### src/logic/csr_config.svh
`ifndef CSR_CONFIG_SVH
`define CSR_CONFIG_SVH

// data path width
`define XLEN 64

// general register file geometry
`define NUM_REGS 32
`define REG_ADDR_W 5

// trap vector after reset
`define MTVEC_RESET 64'h0000_0000_8000_0100

// MPP = machine, MIE set, MPIE clear
`define MSTATUS_RESET 64'h0000_0000_0000_1808

`endif

### src/logic/csrPkg.sv
`include "csr_config.svh"

package csrPkg;

  typedef logic [11:0] csrAddrT;

  // implemented machine CSRs
  localparam csrAddrT csrMstatus = 12'h300;
  localparam csrAddrT csrMtvec = 12'h305;
  localparam csrAddrT csrMepc = 12'h341;
  localparam csrAddrT csrMcause = 12'h342;

  typedef enum logic [2:0] {
    opAddi,
    opCsrrw,
    opCsrrs,
    opCsrrc,
    opEcall,
    opMret,
    opIllegal
  } opT;

  typedef logic [`XLEN-1:0] causeT;

  // exception codes written to mcause
  localparam causeT causeEcall = 64'd11;
  localparam causeT causeIllegal = 64'd2;

endpackage

### src/logic/csrCore.sv
`timescale 1ns/1ps
`include "csr_config.svh"

module csrCore (
  input  logic                   clk,
  input  logic                   rstN,
  input  logic                   instrValid,
  input  logic [31:0]            instr,
  input  logic [`XLEN-1:0]       pc,
  output logic                   retireValid,
  output logic [`REG_ADDR_W-1:0] retireRd,
  output logic [`XLEN-1:0]       retireData,
  output logic                   redirectValid,
  output logic [`XLEN-1:0]       redirectPc
);

  logic [`REG_ADDR_W-1:0] r1Addr;
  logic [`XLEN-1:0] r1Data;
  logic [11:0] csrReadAddr;
  logic [`XLEN-1:0] csrReadData;

  // stage two
  logic exValid;
  logic [2:0] exOp;
  logic [`REG_ADDR_W-1:0] exRd;
  logic [`XLEN-1:0] exRs1Val;
  logic [`XLEN-1:0] exImm;
  logic [11:0] exCsrAddr;
  logic [`XLEN-1:0] exCsrOld;
  logic [`XLEN-1:0] exPc;

  // writebacks, also the decode bypass
  logic regWen;
  logic [`REG_ADDR_W-1:0] regAddr;
  logic [`XLEN-1:0] regData;
  logic csrWen;
  logic [11:0] csrWriteAddr;
  logic [`XLEN-1:0] csrWriteData;

  logic trapEnter;
  logic [`XLEN-1:0] trapCause;
  logic [`XLEN-1:0] trapPc;
  logic trapReturn;
  logic [`XLEN-1:0] mtvec;
  logic [`XLEN-1:0] mepc;

  instrDecode i_instrDecode (
    .clk(clk), .rstN(rstN), .instrValid(instrValid), .instr(instr), .pc(pc),
    .r1Addr(r1Addr), .r1Data(r1Data), .csrReadAddr(csrReadAddr), .csrReadData(csrReadData),
    .fwdRegWen(regWen), .fwdRegAddr(regAddr), .fwdRegData(regData),
    .fwdCsrWen(csrWen), .fwdCsrAddr(csrWriteAddr), .fwdCsrData(csrWriteData),
    .exValid(exValid), .exOp(exOp), .exRd(exRd), .exRs1Val(exRs1Val), .exImm(exImm),
    .exCsrAddr(exCsrAddr), .exCsrOld(exCsrOld), .exPc(exPc)
  );

  csrExecute i_csrExecute (
    .exValid(exValid), .exOp(exOp), .exRd(exRd), .exRs1Val(exRs1Val), .exImm(exImm),
    .exCsrAddr(exCsrAddr), .exCsrOld(exCsrOld), .exPc(exPc), .mtvec(mtvec), .mepc(mepc),
    .regWen(regWen), .regAddr(regAddr), .regData(regData),
    .csrWen(csrWen), .csrWriteAddr(csrWriteAddr), .csrWriteData(csrWriteData),
    .trapEnter(trapEnter), .trapCause(trapCause), .trapPc(trapPc), .trapReturn(trapReturn),
    .retireValid(retireValid), .retireRd(retireRd), .retireData(retireData),
    .redirectValid(redirectValid), .redirectPc(redirectPc)
  );

  regFile i_regFile (
    .clk(clk), .rstN(rstN), .r1Addr(r1Addr), .r1Data(r1Data),
    .wen(regWen), .wAddr(regAddr), .wData(regData)
  );

  csrFile i_csrFile (
    .clk(clk), .rstN(rstN), .readAddr(csrReadAddr), .readData(csrReadData),
    .csrWen(csrWen), .csrWriteAddr(csrWriteAddr), .csrWriteData(csrWriteData),
    .trapEnter(trapEnter), .trapCause(trapCause), .trapPc(trapPc), .trapReturn(trapReturn),
    .mtvec(mtvec), .mepc(mepc)
  );

endmodule

### src/logic/csrExecute.sv
`timescale 1ns/1ps
`include "csr_config.svh"

module csrExecute (
  input  logic                   exValid,
  input  logic [2:0]             exOp,
  input  logic [`REG_ADDR_W-1:0] exRd,
  input  logic [`XLEN-1:0]       exRs1Val,
  input  logic [`XLEN-1:0]       exImm,
  input  csrPkg::csrAddrT        exCsrAddr,
  input  logic [`XLEN-1:0]       exCsrOld,
  input  logic [`XLEN-1:0]       exPc,
  input  logic [`XLEN-1:0]       mtvec,
  input  logic [`XLEN-1:0]       mepc,
  output logic                   regWen,
  output logic [`REG_ADDR_W-1:0] regAddr,
  output logic [`XLEN-1:0]       regData,
  output logic                   csrWen,
  output csrPkg::csrAddrT        csrWriteAddr,
  output logic [`XLEN-1:0]       csrWriteData,
  output logic                   trapEnter,
  output csrPkg::causeT          trapCause,
  output logic [`XLEN-1:0]       trapPc,
  output logic                   trapReturn,
  output logic                   retireValid,
  output logic [`REG_ADDR_W-1:0] retireRd,
  output logic [`XLEN-1:0]       retireData,
  output logic                   redirectValid,
  output logic [`XLEN-1:0]       redirectPc
);

  csrPkg::opT op;
  logic isCsr;
  logic isAddi;
  logic setClr;

  assign op = csrPkg::opT'(exOp);
  assign isAddi = (op == csrPkg::opAddi);
  assign isCsr = (op == csrPkg::opCsrrw) || (op == csrPkg::opCsrrs) || (op == csrPkg::opCsrrc);
  assign setClr = (op == csrPkg::opCsrrs) || (op == csrPkg::opCsrrc);

  // register writeback, rd = 0 still retires
  assign regWen = exValid && (isAddi || isCsr);
  assign regAddr = exRd;
  assign regData = isAddi ? (exRs1Val + exImm) : exCsrOld;

  // set/clear with a zero mask leaves the CSR alone
  assign csrWen = exValid && ((op == csrPkg::opCsrrw) || (setClr && (exRs1Val != '0)));
  assign csrWriteAddr = exCsrAddr;

  always_comb begin
    case (op)
      csrPkg::opCsrrs: csrWriteData = exCsrOld | exRs1Val;
      csrPkg::opCsrrc: csrWriteData = exCsrOld & ~exRs1Val;
      default: csrWriteData = exRs1Val;
    endcase
  end

  assign trapEnter = exValid && ((op == csrPkg::opEcall) || (op == csrPkg::opIllegal));
  assign trapCause = (op == csrPkg::opEcall) ? csrPkg::causeEcall : csrPkg::causeIllegal;
  assign trapPc = exPc;
  assign trapReturn = exValid && (op == csrPkg::opMret);

  assign retireValid = regWen;
  assign retireRd = regAddr;
  assign retireData = regData;

  // direct mode only, low mode bits ignored
  assign redirectValid = trapEnter || trapReturn;
  assign redirectPc = trapReturn ? mepc : {mtvec[`XLEN-1:2], 2'b00};

endmodule

### src/logic/csrFile.sv
`timescale 1ns/1ps
`include "csr_config.svh"

module csrFile (
  input  logic                 clk,
  input  logic                 rstN,
  input  csrPkg::csrAddrT      readAddr,
  output logic [`XLEN-1:0]     readData,
  input  logic                 csrWen,
  input  csrPkg::csrAddrT      csrWriteAddr,
  input  logic [`XLEN-1:0]     csrWriteData,
  input  logic                 trapEnter,
  input  csrPkg::causeT        trapCause,
  input  logic [`XLEN-1:0]     trapPc,
  input  logic                 trapReturn,
  output logic [`XLEN-1:0]     mtvec,
  output logic [`XLEN-1:0]     mepc
);

  // mstatus bit positions
  localparam int MieBit = 3;
  localparam int MpieBit = 7;

  logic [`XLEN-1:0] mstatusQ;
  logic [`XLEN-1:0] mtvecQ;
  logic [`XLEN-1:0] mepcQ;
  logic [`XLEN-1:0] mcauseQ;

  always_ff @(posedge clk or negedge rstN) begin
    if (!rstN) begin
      mstatusQ <= `MSTATUS_RESET;
      mtvecQ <= `MTVEC_RESET;
      mepcQ <= '0;
      mcauseQ <= '0;
    end else begin
      // software write, unknown addresses fall through
      if (csrWen) begin
        case (csrWriteAddr)
          csrPkg::csrMstatus: mstatusQ <= csrWriteData;
          csrPkg::csrMtvec: mtvecQ <= csrWriteData;
          csrPkg::csrMepc: mepcQ <= csrWriteData;
          csrPkg::csrMcause: mcauseQ <= csrWriteData;
          default: ;
        endcase
      end

      // trap entry saves state and masks interrupts
      if (trapEnter) begin
        mepcQ <= trapPc;
        mcauseQ <= trapCause;
        mstatusQ[MpieBit] <= mstatusQ[MieBit];
        mstatusQ[MieBit] <= 1'b0;
      end

      // mret restores the interrupt enable
      if (trapReturn) begin
        mstatusQ[MieBit] <= mstatusQ[MpieBit];
        mstatusQ[MpieBit] <= 1'b1;
      end
    end
  end

  always_comb begin
    case (readAddr)
      csrPkg::csrMstatus: readData = mstatusQ;
      csrPkg::csrMtvec: readData = mtvecQ;
      csrPkg::csrMepc: readData = mepcQ;
      csrPkg::csrMcause: readData = mcauseQ;
      default: readData = '0;
    endcase
  end

  assign mtvec = mtvecQ;
  assign mepc = mepcQ;

endmodule

### src/logic/instrDecode.sv
`timescale 1ns/1ps
`include "csr_config.svh"

module instrDecode (
  input  logic                   clk,
  input  logic                   rstN,
  input  logic                   instrValid,
  input  logic [31:0]            instr,
  input  logic [`XLEN-1:0]       pc,
  output logic [`REG_ADDR_W-1:0] r1Addr,
  input  logic [`XLEN-1:0]       r1Data,
  output csrPkg::csrAddrT        csrReadAddr,
  input  logic [`XLEN-1:0]       csrReadData,
  input  logic                   fwdRegWen,
  input  logic [`REG_ADDR_W-1:0] fwdRegAddr,
  input  logic [`XLEN-1:0]       fwdRegData,
  input  logic                   fwdCsrWen,
  input  csrPkg::csrAddrT        fwdCsrAddr,
  input  logic [`XLEN-1:0]       fwdCsrData,
  output logic                   exValid,
  output csrPkg::opT             exOp,
  output logic [`REG_ADDR_W-1:0] exRd,
  output logic [`XLEN-1:0]       exRs1Val,
  output logic [`XLEN-1:0]       exImm,
  output csrPkg::csrAddrT        exCsrAddr,
  output logic [`XLEN-1:0]       exCsrOld,
  output logic [`XLEN-1:0]       exPc
);

  logic [6:0] opcode;
  logic [2:0] funct3;
  logic [`REG_ADDR_W-1:0] rdIdx;
  logic [`REG_ADDR_W-1:0] rs1Idx;
  logic [11:0] imm12;
  logic knownCsr;
  logic [`XLEN-1:0] rs1Val;
  logic [`XLEN-1:0] csrOld;
  csrPkg::opT op;

  assign opcode = instr[6:0];
  assign funct3 = instr[14:12];
  assign rdIdx = instr[11:7];
  assign rs1Idx = instr[19:15];
  assign imm12 = instr[31:20];

  always_comb begin
    op = csrPkg::opIllegal;
    case (opcode)
      7'b0010011: if (funct3 == 3'b000) op = csrPkg::opAddi;
      7'b1110011: begin
        case (funct3)
          3'b000: begin
            if ((rdIdx == '0) && (rs1Idx == '0)) begin
              if (imm12 == 12'h000) op = csrPkg::opEcall;
              else if (imm12 == 12'h302) op = csrPkg::opMret;
            end
          end
          3'b001: op = csrPkg::opCsrrw;
          3'b010: op = csrPkg::opCsrrs;
          3'b011: op = csrPkg::opCsrrc;
          default: ;
        endcase
      end
      default: ;
    endcase
  end

  assign r1Addr = rs1Idx;
  assign csrReadAddr = imm12;

  // a write to an unimplemented CSR must not be seen on read
  assign knownCsr = (imm12 == csrPkg::csrMstatus) || (imm12 == csrPkg::csrMtvec) ||
                    (imm12 == csrPkg::csrMepc) || (imm12 == csrPkg::csrMcause);

  // bypass from stage two writes in flight
  assign rs1Val = (fwdRegWen && (fwdRegAddr == rs1Idx) && (rs1Idx != '0)) ? fwdRegData : r1Data;
  assign csrOld = (fwdCsrWen && (fwdCsrAddr == imm12) && knownCsr) ? fwdCsrData : csrReadData;

  always_ff @(posedge clk or negedge rstN) begin
    if (!rstN) begin
      exValid <= 1'b0;
    end else begin
      exValid <= instrValid;
    end
  end

  always_ff @(posedge clk) begin
    if (instrValid) begin
      exOp <= op;
      exRd <= rdIdx;
      exRs1Val <= rs1Val;
      exImm <= {{(`XLEN-12){imm12[11]}}, imm12};
      exCsrAddr <= imm12;
      exCsrOld <= csrOld;
      exPc <= pc;
    end
  end

endmodule

### src/logic/regFile.sv
`timescale 1ns/1ps
`include "csr_config.svh"

module regFile (
  input  logic                   clk,
  input  logic                   rstN,
  input  logic [`REG_ADDR_W-1:0] r1Addr,
  output logic [`XLEN-1:0]       r1Data,
  input  logic                   wen,
  input  logic [`REG_ADDR_W-1:0] wAddr,
  input  logic [`XLEN-1:0]       wData
);

  logic [`XLEN-1:0] regs [`NUM_REGS];

  // x0 never gets written, so it stays zero after reset
  always_ff @(posedge clk or negedge rstN) begin
    if (!rstN) begin
      for (int i = 0; i < `NUM_REGS; i++) begin
        regs[i] <= '0;
      end
    end else if (wen && (wAddr != '0)) begin
      regs[wAddr] <= wData;
    end
  end

  assign r1Data = regs[r1Addr];

endmodule
### config.mk
export PLATFORM = sky130hd
export DESIGN_NAME = csrCore
export DESIGN_NICKNAME = d
export VERILOG_FILES = /design/src/logic/csrPkg.sv /design/src/logic/csrCore.sv /design/src/logic/csrExecute.sv /design/src/logic/csrFile.sv /design/src/logic/instrDecode.sv /design/src/logic/regFile.sv
export VERILOG_INCLUDE_DIRS = /design/src /design/src/logic
export SDC_FILE = /design/constraint.sdc
export NUM_CORES = 2
export LEC_CHECK = 0
export BUFFER_PORTS_ARGS = -buffer_cell sky130_fd_sc_hd__buf_2
export CORE_MARGIN = 2
export CORE_UTILIZATION = 65
export DETAILED_ROUTE_END_ITERATION = 7
export PLACE_DENSITY = 0.78
export SYNTH_ARGS = -nofsm -noshare
export SYNTH_HDL_FRONTEND = slang
export SYNTH_SLANG_ARGS = --single-unit
### constraint.sdc
create_clock -name clk -period 11.9 [get_ports clk]
set_input_delay 1.19 -clock clk [delete_from_list [all_inputs] [get_ports clk]]
set_output_delay 1.19 -clock clk [all_outputs]
set_load 0.01 [all_outputs]
Word-level counts from Yosys, hierarchy flattened --
Index checks and enable logic that the tools add are counted.
Word-level totals: memories kept 0, ROM bits 0, RAM bits 0, latch bits 0, flip-flop bits (word level) 2529, logic and storage cells 147, output and inout bits 135, input bits 99
Cells by class: muxes and demuxes 31, reductions and logical operators 40, multiply operators 0, div/mod/pow operators 0, magnitude comparators 3, equality and inequality tests 22, bitwise gates (word level) 5, add/sub/neg operators 1, shift-type cells 0
Operators by type and width (number):
- 2048-bit bitwise mux | 1
- 64-bit two-way mux | 13
- 64-bit binary-select mux with 5-bit select | 1
- 64-bit demux with 5-bit select | 1
- 64-bit case mux with 4 select lines | 1
- 64-bit case mux with 2 select lines | 1
- 12-bit by 10-bit == test with 1-bit output, second input constant | 9
- 64-bit adder | 1
- 64-bit bitwise AND | 1
- 64-bit inverter | 1
- 64-bit bitwise OR | 1
- 64-bit nonzero test | 1
- 8-bit two-way mux | 2
- 12-bit == test | 1
- 3-bit by 2-bit == test with 1-bit output, second input constant | 4
- 6-bit >= comparator, second input constant | 2
- 1-bit logical AND | 12
- 12-bit zero test | 1
- 5-bit inverter with 6-bit output | 2
- 3-bit case mux with 4 select lines | 1
- 5-bit zero test | 2
- 1-bit logical OR | 10
- 2-bit AND reduction | 5
- 5-bit nonzero test | 2
- other kinds (14) | 26

Longest topological paths before layout --
depth in word-level cells 8, gate-level depth with buffers 14, depth with buffers taken out 13

Modules after synthesis --
Synthesis repeated with hierarchy kept, for this count alone.
Unflattened totals: cells, all modules 8328, area total of the unflattened synthesis 120172.8 µm²
By module, submodules not included:
- regFile | instances 1, cells an instance 5600, area each 90635.7 µm², sequential area each 51249.2 µm²
- csrFile | instances 1, cells an instance 933, area each 12833.6 µm², sequential area each 6412.4 µm²
- instrDecode | instances 1, cells an instance 489, area each 8954.8 µm², sequential area each 6391.1 µm²
- csrExecute | instances 1, cells an instance 1306, area each 7748.7 µm², sequential area each 0.0 µm²

Least setup slack after synthesis --
OpenSTA, ideal clock, no wires.
path kind flip-flop to output port, start point register i_instrDecode.exImm[11] (netlist name), end point output port retireData[63], path slack 6629 ps, stages on the path, launching flop included 14, arrival time 4081 ps, data required time 10710 ps, buffers on the path 1, cell sequence edfxtp_1 -> ha_1 -> a21oi_1 -> o21bai_1 -> a21o_1 -> a221o_1 -> a221oi_1 -> o21ai_0 -> a221o_1 -> a21o_1 -> mux2i_1 -> nor2_1 -> clkbuf_1 -> inv_1
Between the ends: cells in the longest elaborated chain, start to end 2
RTL lines:
- 64-bit adder | RTL line csrExecute.sv:45 | assign regData = isAddi ? (exRs1Val + exImm) : exCsrOld;
- 64-bit two-way mux | RTL line csrExecute.sv:45
- end, declared | RTL line csrCore.sv:12 | output logic [`XLEN-1:0] retireData,
Every way passes these cells.

Worst setup path in the final report --
start point register i_instrDecode.exImm[11] (netlist name), end point output port retireData[49]
Between the ends: cells in the longest elaborated chain, start to end 2
RTL lines (RTL line):
- 64-bit adder | csrExecute.sv:45
- 64-bit two-way mux | csrExecute.sv:45
Every way passes these cells.

==> impl_metrics.toml <==
[placement]
hpwl_um = 192500
numPortBuffers = 233
place_congestion = 0.9266

[route]
drc = 0
via_per_inst = 6.724
vias = 83686
wl_per_cell_um = 26.78
first_iter_violations = 10803
ant_nets = 0
wirelength_um = 333300
firstDrtPassIters = 8

[setup_path]
critPathCaptureType = "output port"
cp_slowest_cell = "mux2i_4"
critPathMaxFanout = 47
critPathTopFamily = "compound AO/OA/AOI/OAI gates"
crit_chain = "buf_4 -> ha_1 -> nand4_1 -> nor4b_2 -> o2111ai_2 -> a2111oi_4 -> o21ai_2 -> o31ai_2 -> xnor2_1 -> mux2i_4 -> inv_1 -> buf_2"
max_stage_delay_ps = 760
path_buf_inv = 3
critPathRequiredTime_ps = 10710
cp-start-kind = "flip-flop"
cp_data_arrival_time_ps = 6030
crit_type = "reg -> out"

[floorplanning]
num_io_pins = 234
coreArea_sq_um = 173600
fp.dieH_um = 421.7
die-area_sq_um = 177900
rows = 153
die_w_um = 421.7
start_util_pct = 65.33

[pwr]
clockPowerShare_pct = 37.7
vdd_drop_max_uv = 145.9
seqPwrFrac_pct = 48.8
powerDensity_nw_per_um2 = 171.3
finalPower_mw = 21.28
power.net_switching_mw = 5.692
swShare_pct = 26.75
p_comb_share_pct = 13.5
p_int_mw = 15.58
leakage_nw = 54.91

[clocking]
cts_resized = 0
hold_buffers = 0
clockBufferDepth = 3
cts_sinks = 2517
cts-buffers-inserted = 240
cts_setup_buffers = 0
htree_num_levels = 4
cts_tree = "done"
clk_pin_slew_ps = 70
clkLatencyLatePin_ps = 920
cts_root_buf = "clkbuf_16"

[global_route]
track_usage_pct = 37.93
grt_max_degree = 179
grt_pass1_vias = 84700
grt_overflow = 0
grt_pass1_wl_um = 512600
antenna_found_initial = 10

[synthesis]
ys_ff_latch = 2517
synth.avg_cell_area_sq_um = 11.04
synth-edff-count = 212
ys_warn_count = 0
synth.distinct_cells = 81
syn_inst = 10279
synth-async-reset-ratio_pct = 91.58
yosysSeqAreaShare_pct = 56.47
synth_area_sq_um = 113400
synth_fp_nets = 10442
synth_ff_type = "dfrtp_1"

[sta]
finalCriticalPeriod_ps = 7218
finalCritPeriodShare_pct = 60.66
finalClockSkew_ps = 43.61
final_max_slew_viol_count = 0
tns_ps = 0
max_freq_ghz = 0.1385
final_hold_viol_count = 0
setup_viol_count_final = 0
worst_pin_slew_ps = 1293
max-slew-margin-rel_pct = 13.78
rsz0062_at_grt = "false"
holdWs_ps = 270.6

[status]
status = "complete, no violations"

[layout]
fin_nets = 10071
mostFrequentLayoutCells = "dfrtp_1 (2300), nand2_1 (2165), o21ai_0 (1977)"
area_growth_pct = 9.495
drive_gt1_share_pct = 17.47
mostFrequentLayoutCell = "dfrtp_1"

[flow_run]
cap_violations = 0

[hold_path]
holdCritPathClass = "in -> async"
-- metal layers --
layer | vias to the layer above | share of wire, % | global-route usage (%)
met3 | 927 | 12 | 9.766
li1 | 35502 | - | -
met5 | - | 0.031 | 0
met1 | 42417 | 38 | 52.50
met2 | 4830 | 46 | 58.01
met4 | 10 | 4.5 | 15.87
-- state kept, by name, indices dropped and copies added (netlist names) --
name	flops
i_instrDecode.exPc	64
i_instrDecode.exOp	3
i_instrDecode.exCsrOld	64
i_csrFile.mepc	64
i_csrFile.mtvec	64
i_instrDecode.exValid	1
i_regFile.regs	2048
i_instrDecode.exRd	5
i_csrFile.mcauseQ	64
i_instrDecode.exRs1Val	64
i_csrFile.mstatusQ	64
i_instrDecode.exImm	12
-- cell type report --
| cell class | instances | area, sq um |
|---|---|---|
| inverter | 85 | 319.1 |
| fill | 11529 | 49430 |
| antenna | 3 | 7.507 |
| timing repair buffer | 408 | 2738 |
| tap | 2325 | 2909 |
| clock inverter | 73 | 1054 |
| clock buffer | 379 | 7327 |
| multi-input combinational | 6656 | 45800 |
| sequential | 2517 | 64050 |
-- path summary, 6_finish.rpt --
kind	start	to	slack, ps	depth (start not counted)
setup / recovery	i_instrDecode.exImm[11]	retireData[49]	4680	12
max in group asynchronous	rstN	i_regFile.regs[1715]	8580	4
setup reg to reg	i_instrDecode.exImm[0]	i_instrDecode.exRs1Val[60]	6320	13
hold reg to reg	i_regFile.regs[2036]	i_regFile.regs[2036]	370	0
min in group clk	i_regFile.regs[2036]	i_regFile.regs[2036]	370	0
hold / removal	rstN	i_csrFile.mepc[19]	270	1
-- cells in the mapped netlist (5+ instances only) --
master | number | share of area (%)
buf_4 | 6 | 0.040
nand3_1 | 27 | 0.12
edfxtp_1 | 212 | 5.6
o21a_1 | 11 | 0.073
o21bai_1 | 15 | 0.099
buf_1 | 65 | 0.22
clkbuf_1 | 940 | 3.1
o21ai_1 | 31 | 0.14
nand2b_1 | 13 | 0.072
o21ai_0 | 1977 | 8.7
nand4_1 | 27 | 0.15
a222oi_1 | 63 | 0.56
inv_1 | 84 | 0.28
a211oi_1 | 62 | 0.41
nor2b_1 | 69 | 0.38
o211ai_1 | 6 | 0.040
and3_1 | 14 | 0.077
nand2_1 | 2196 | 7.3
xnor2_1 | 53 | 0.41
ha_1 | 63 | 0.69
buf_2 | 7 | 0.031
dfrtp_1 | 2300 | 51
a21oi_1 | 512 | 2.3
mux4_2 | 640 | 13
nor4_1 | 16 | 0.088
a31oi_1 | 89 | 0.49
mux2_2 | 188 | 1.9
and2_1 | 9 | 0.050
xor2_1 | 20 | 0.15
mux2i_1 | 106 | 0.94
nor3_1 | 28 | 0.12
or3_1 | 6 | 0.033
nor2_1 | 299 | 0.99
or2_2 | 8 | 0.044
a21o_1 | 33 | 0.22
dfstp_2 | 5 | 0.12
-- metrics by stage --
step	instances	utilization [%]	area [sq um]	worst slack, ps
floorplan	10279	-	113400	6629
global placement	11991	66.70	115800	5674
detailed placement	11991	66.70	115800	5681
CTS	12443	71.53	124200	4698
global route	12443	71.53	124200	4451
finish	12446	71.53	124200	4682
-- power groups by stage --
stage               Combinational (mW)  Clock [mW]  Sequential (mW)
CTS                               2.85        8.05             10.4
finish                            2.87        8.03             10.4
global placement                  2.69           0             10.4
floorplan                         1.95           0             10.3
detailed placement                2.81           0             10.5
global route                      3.17        8.42             10.5
-- cells by family (layout without fill, tap and decap cells) --
family	count (synthesis)	after routing	share of synthesized area [%]
xor gates and xnor gates	73	73	0.5637
other	0	3	0
adders and majority gates	64	64	0.7126
buffers and inverters	1106	945	3.691
AOI/OAI and AO/OA	2853	2853	13.48
and+or+nand+nor	2730	2730	9.534
DFF	2517	2517	56.47
muxes	936	936	15.55
Note: power is estimated with default switching activity, not from simulation.
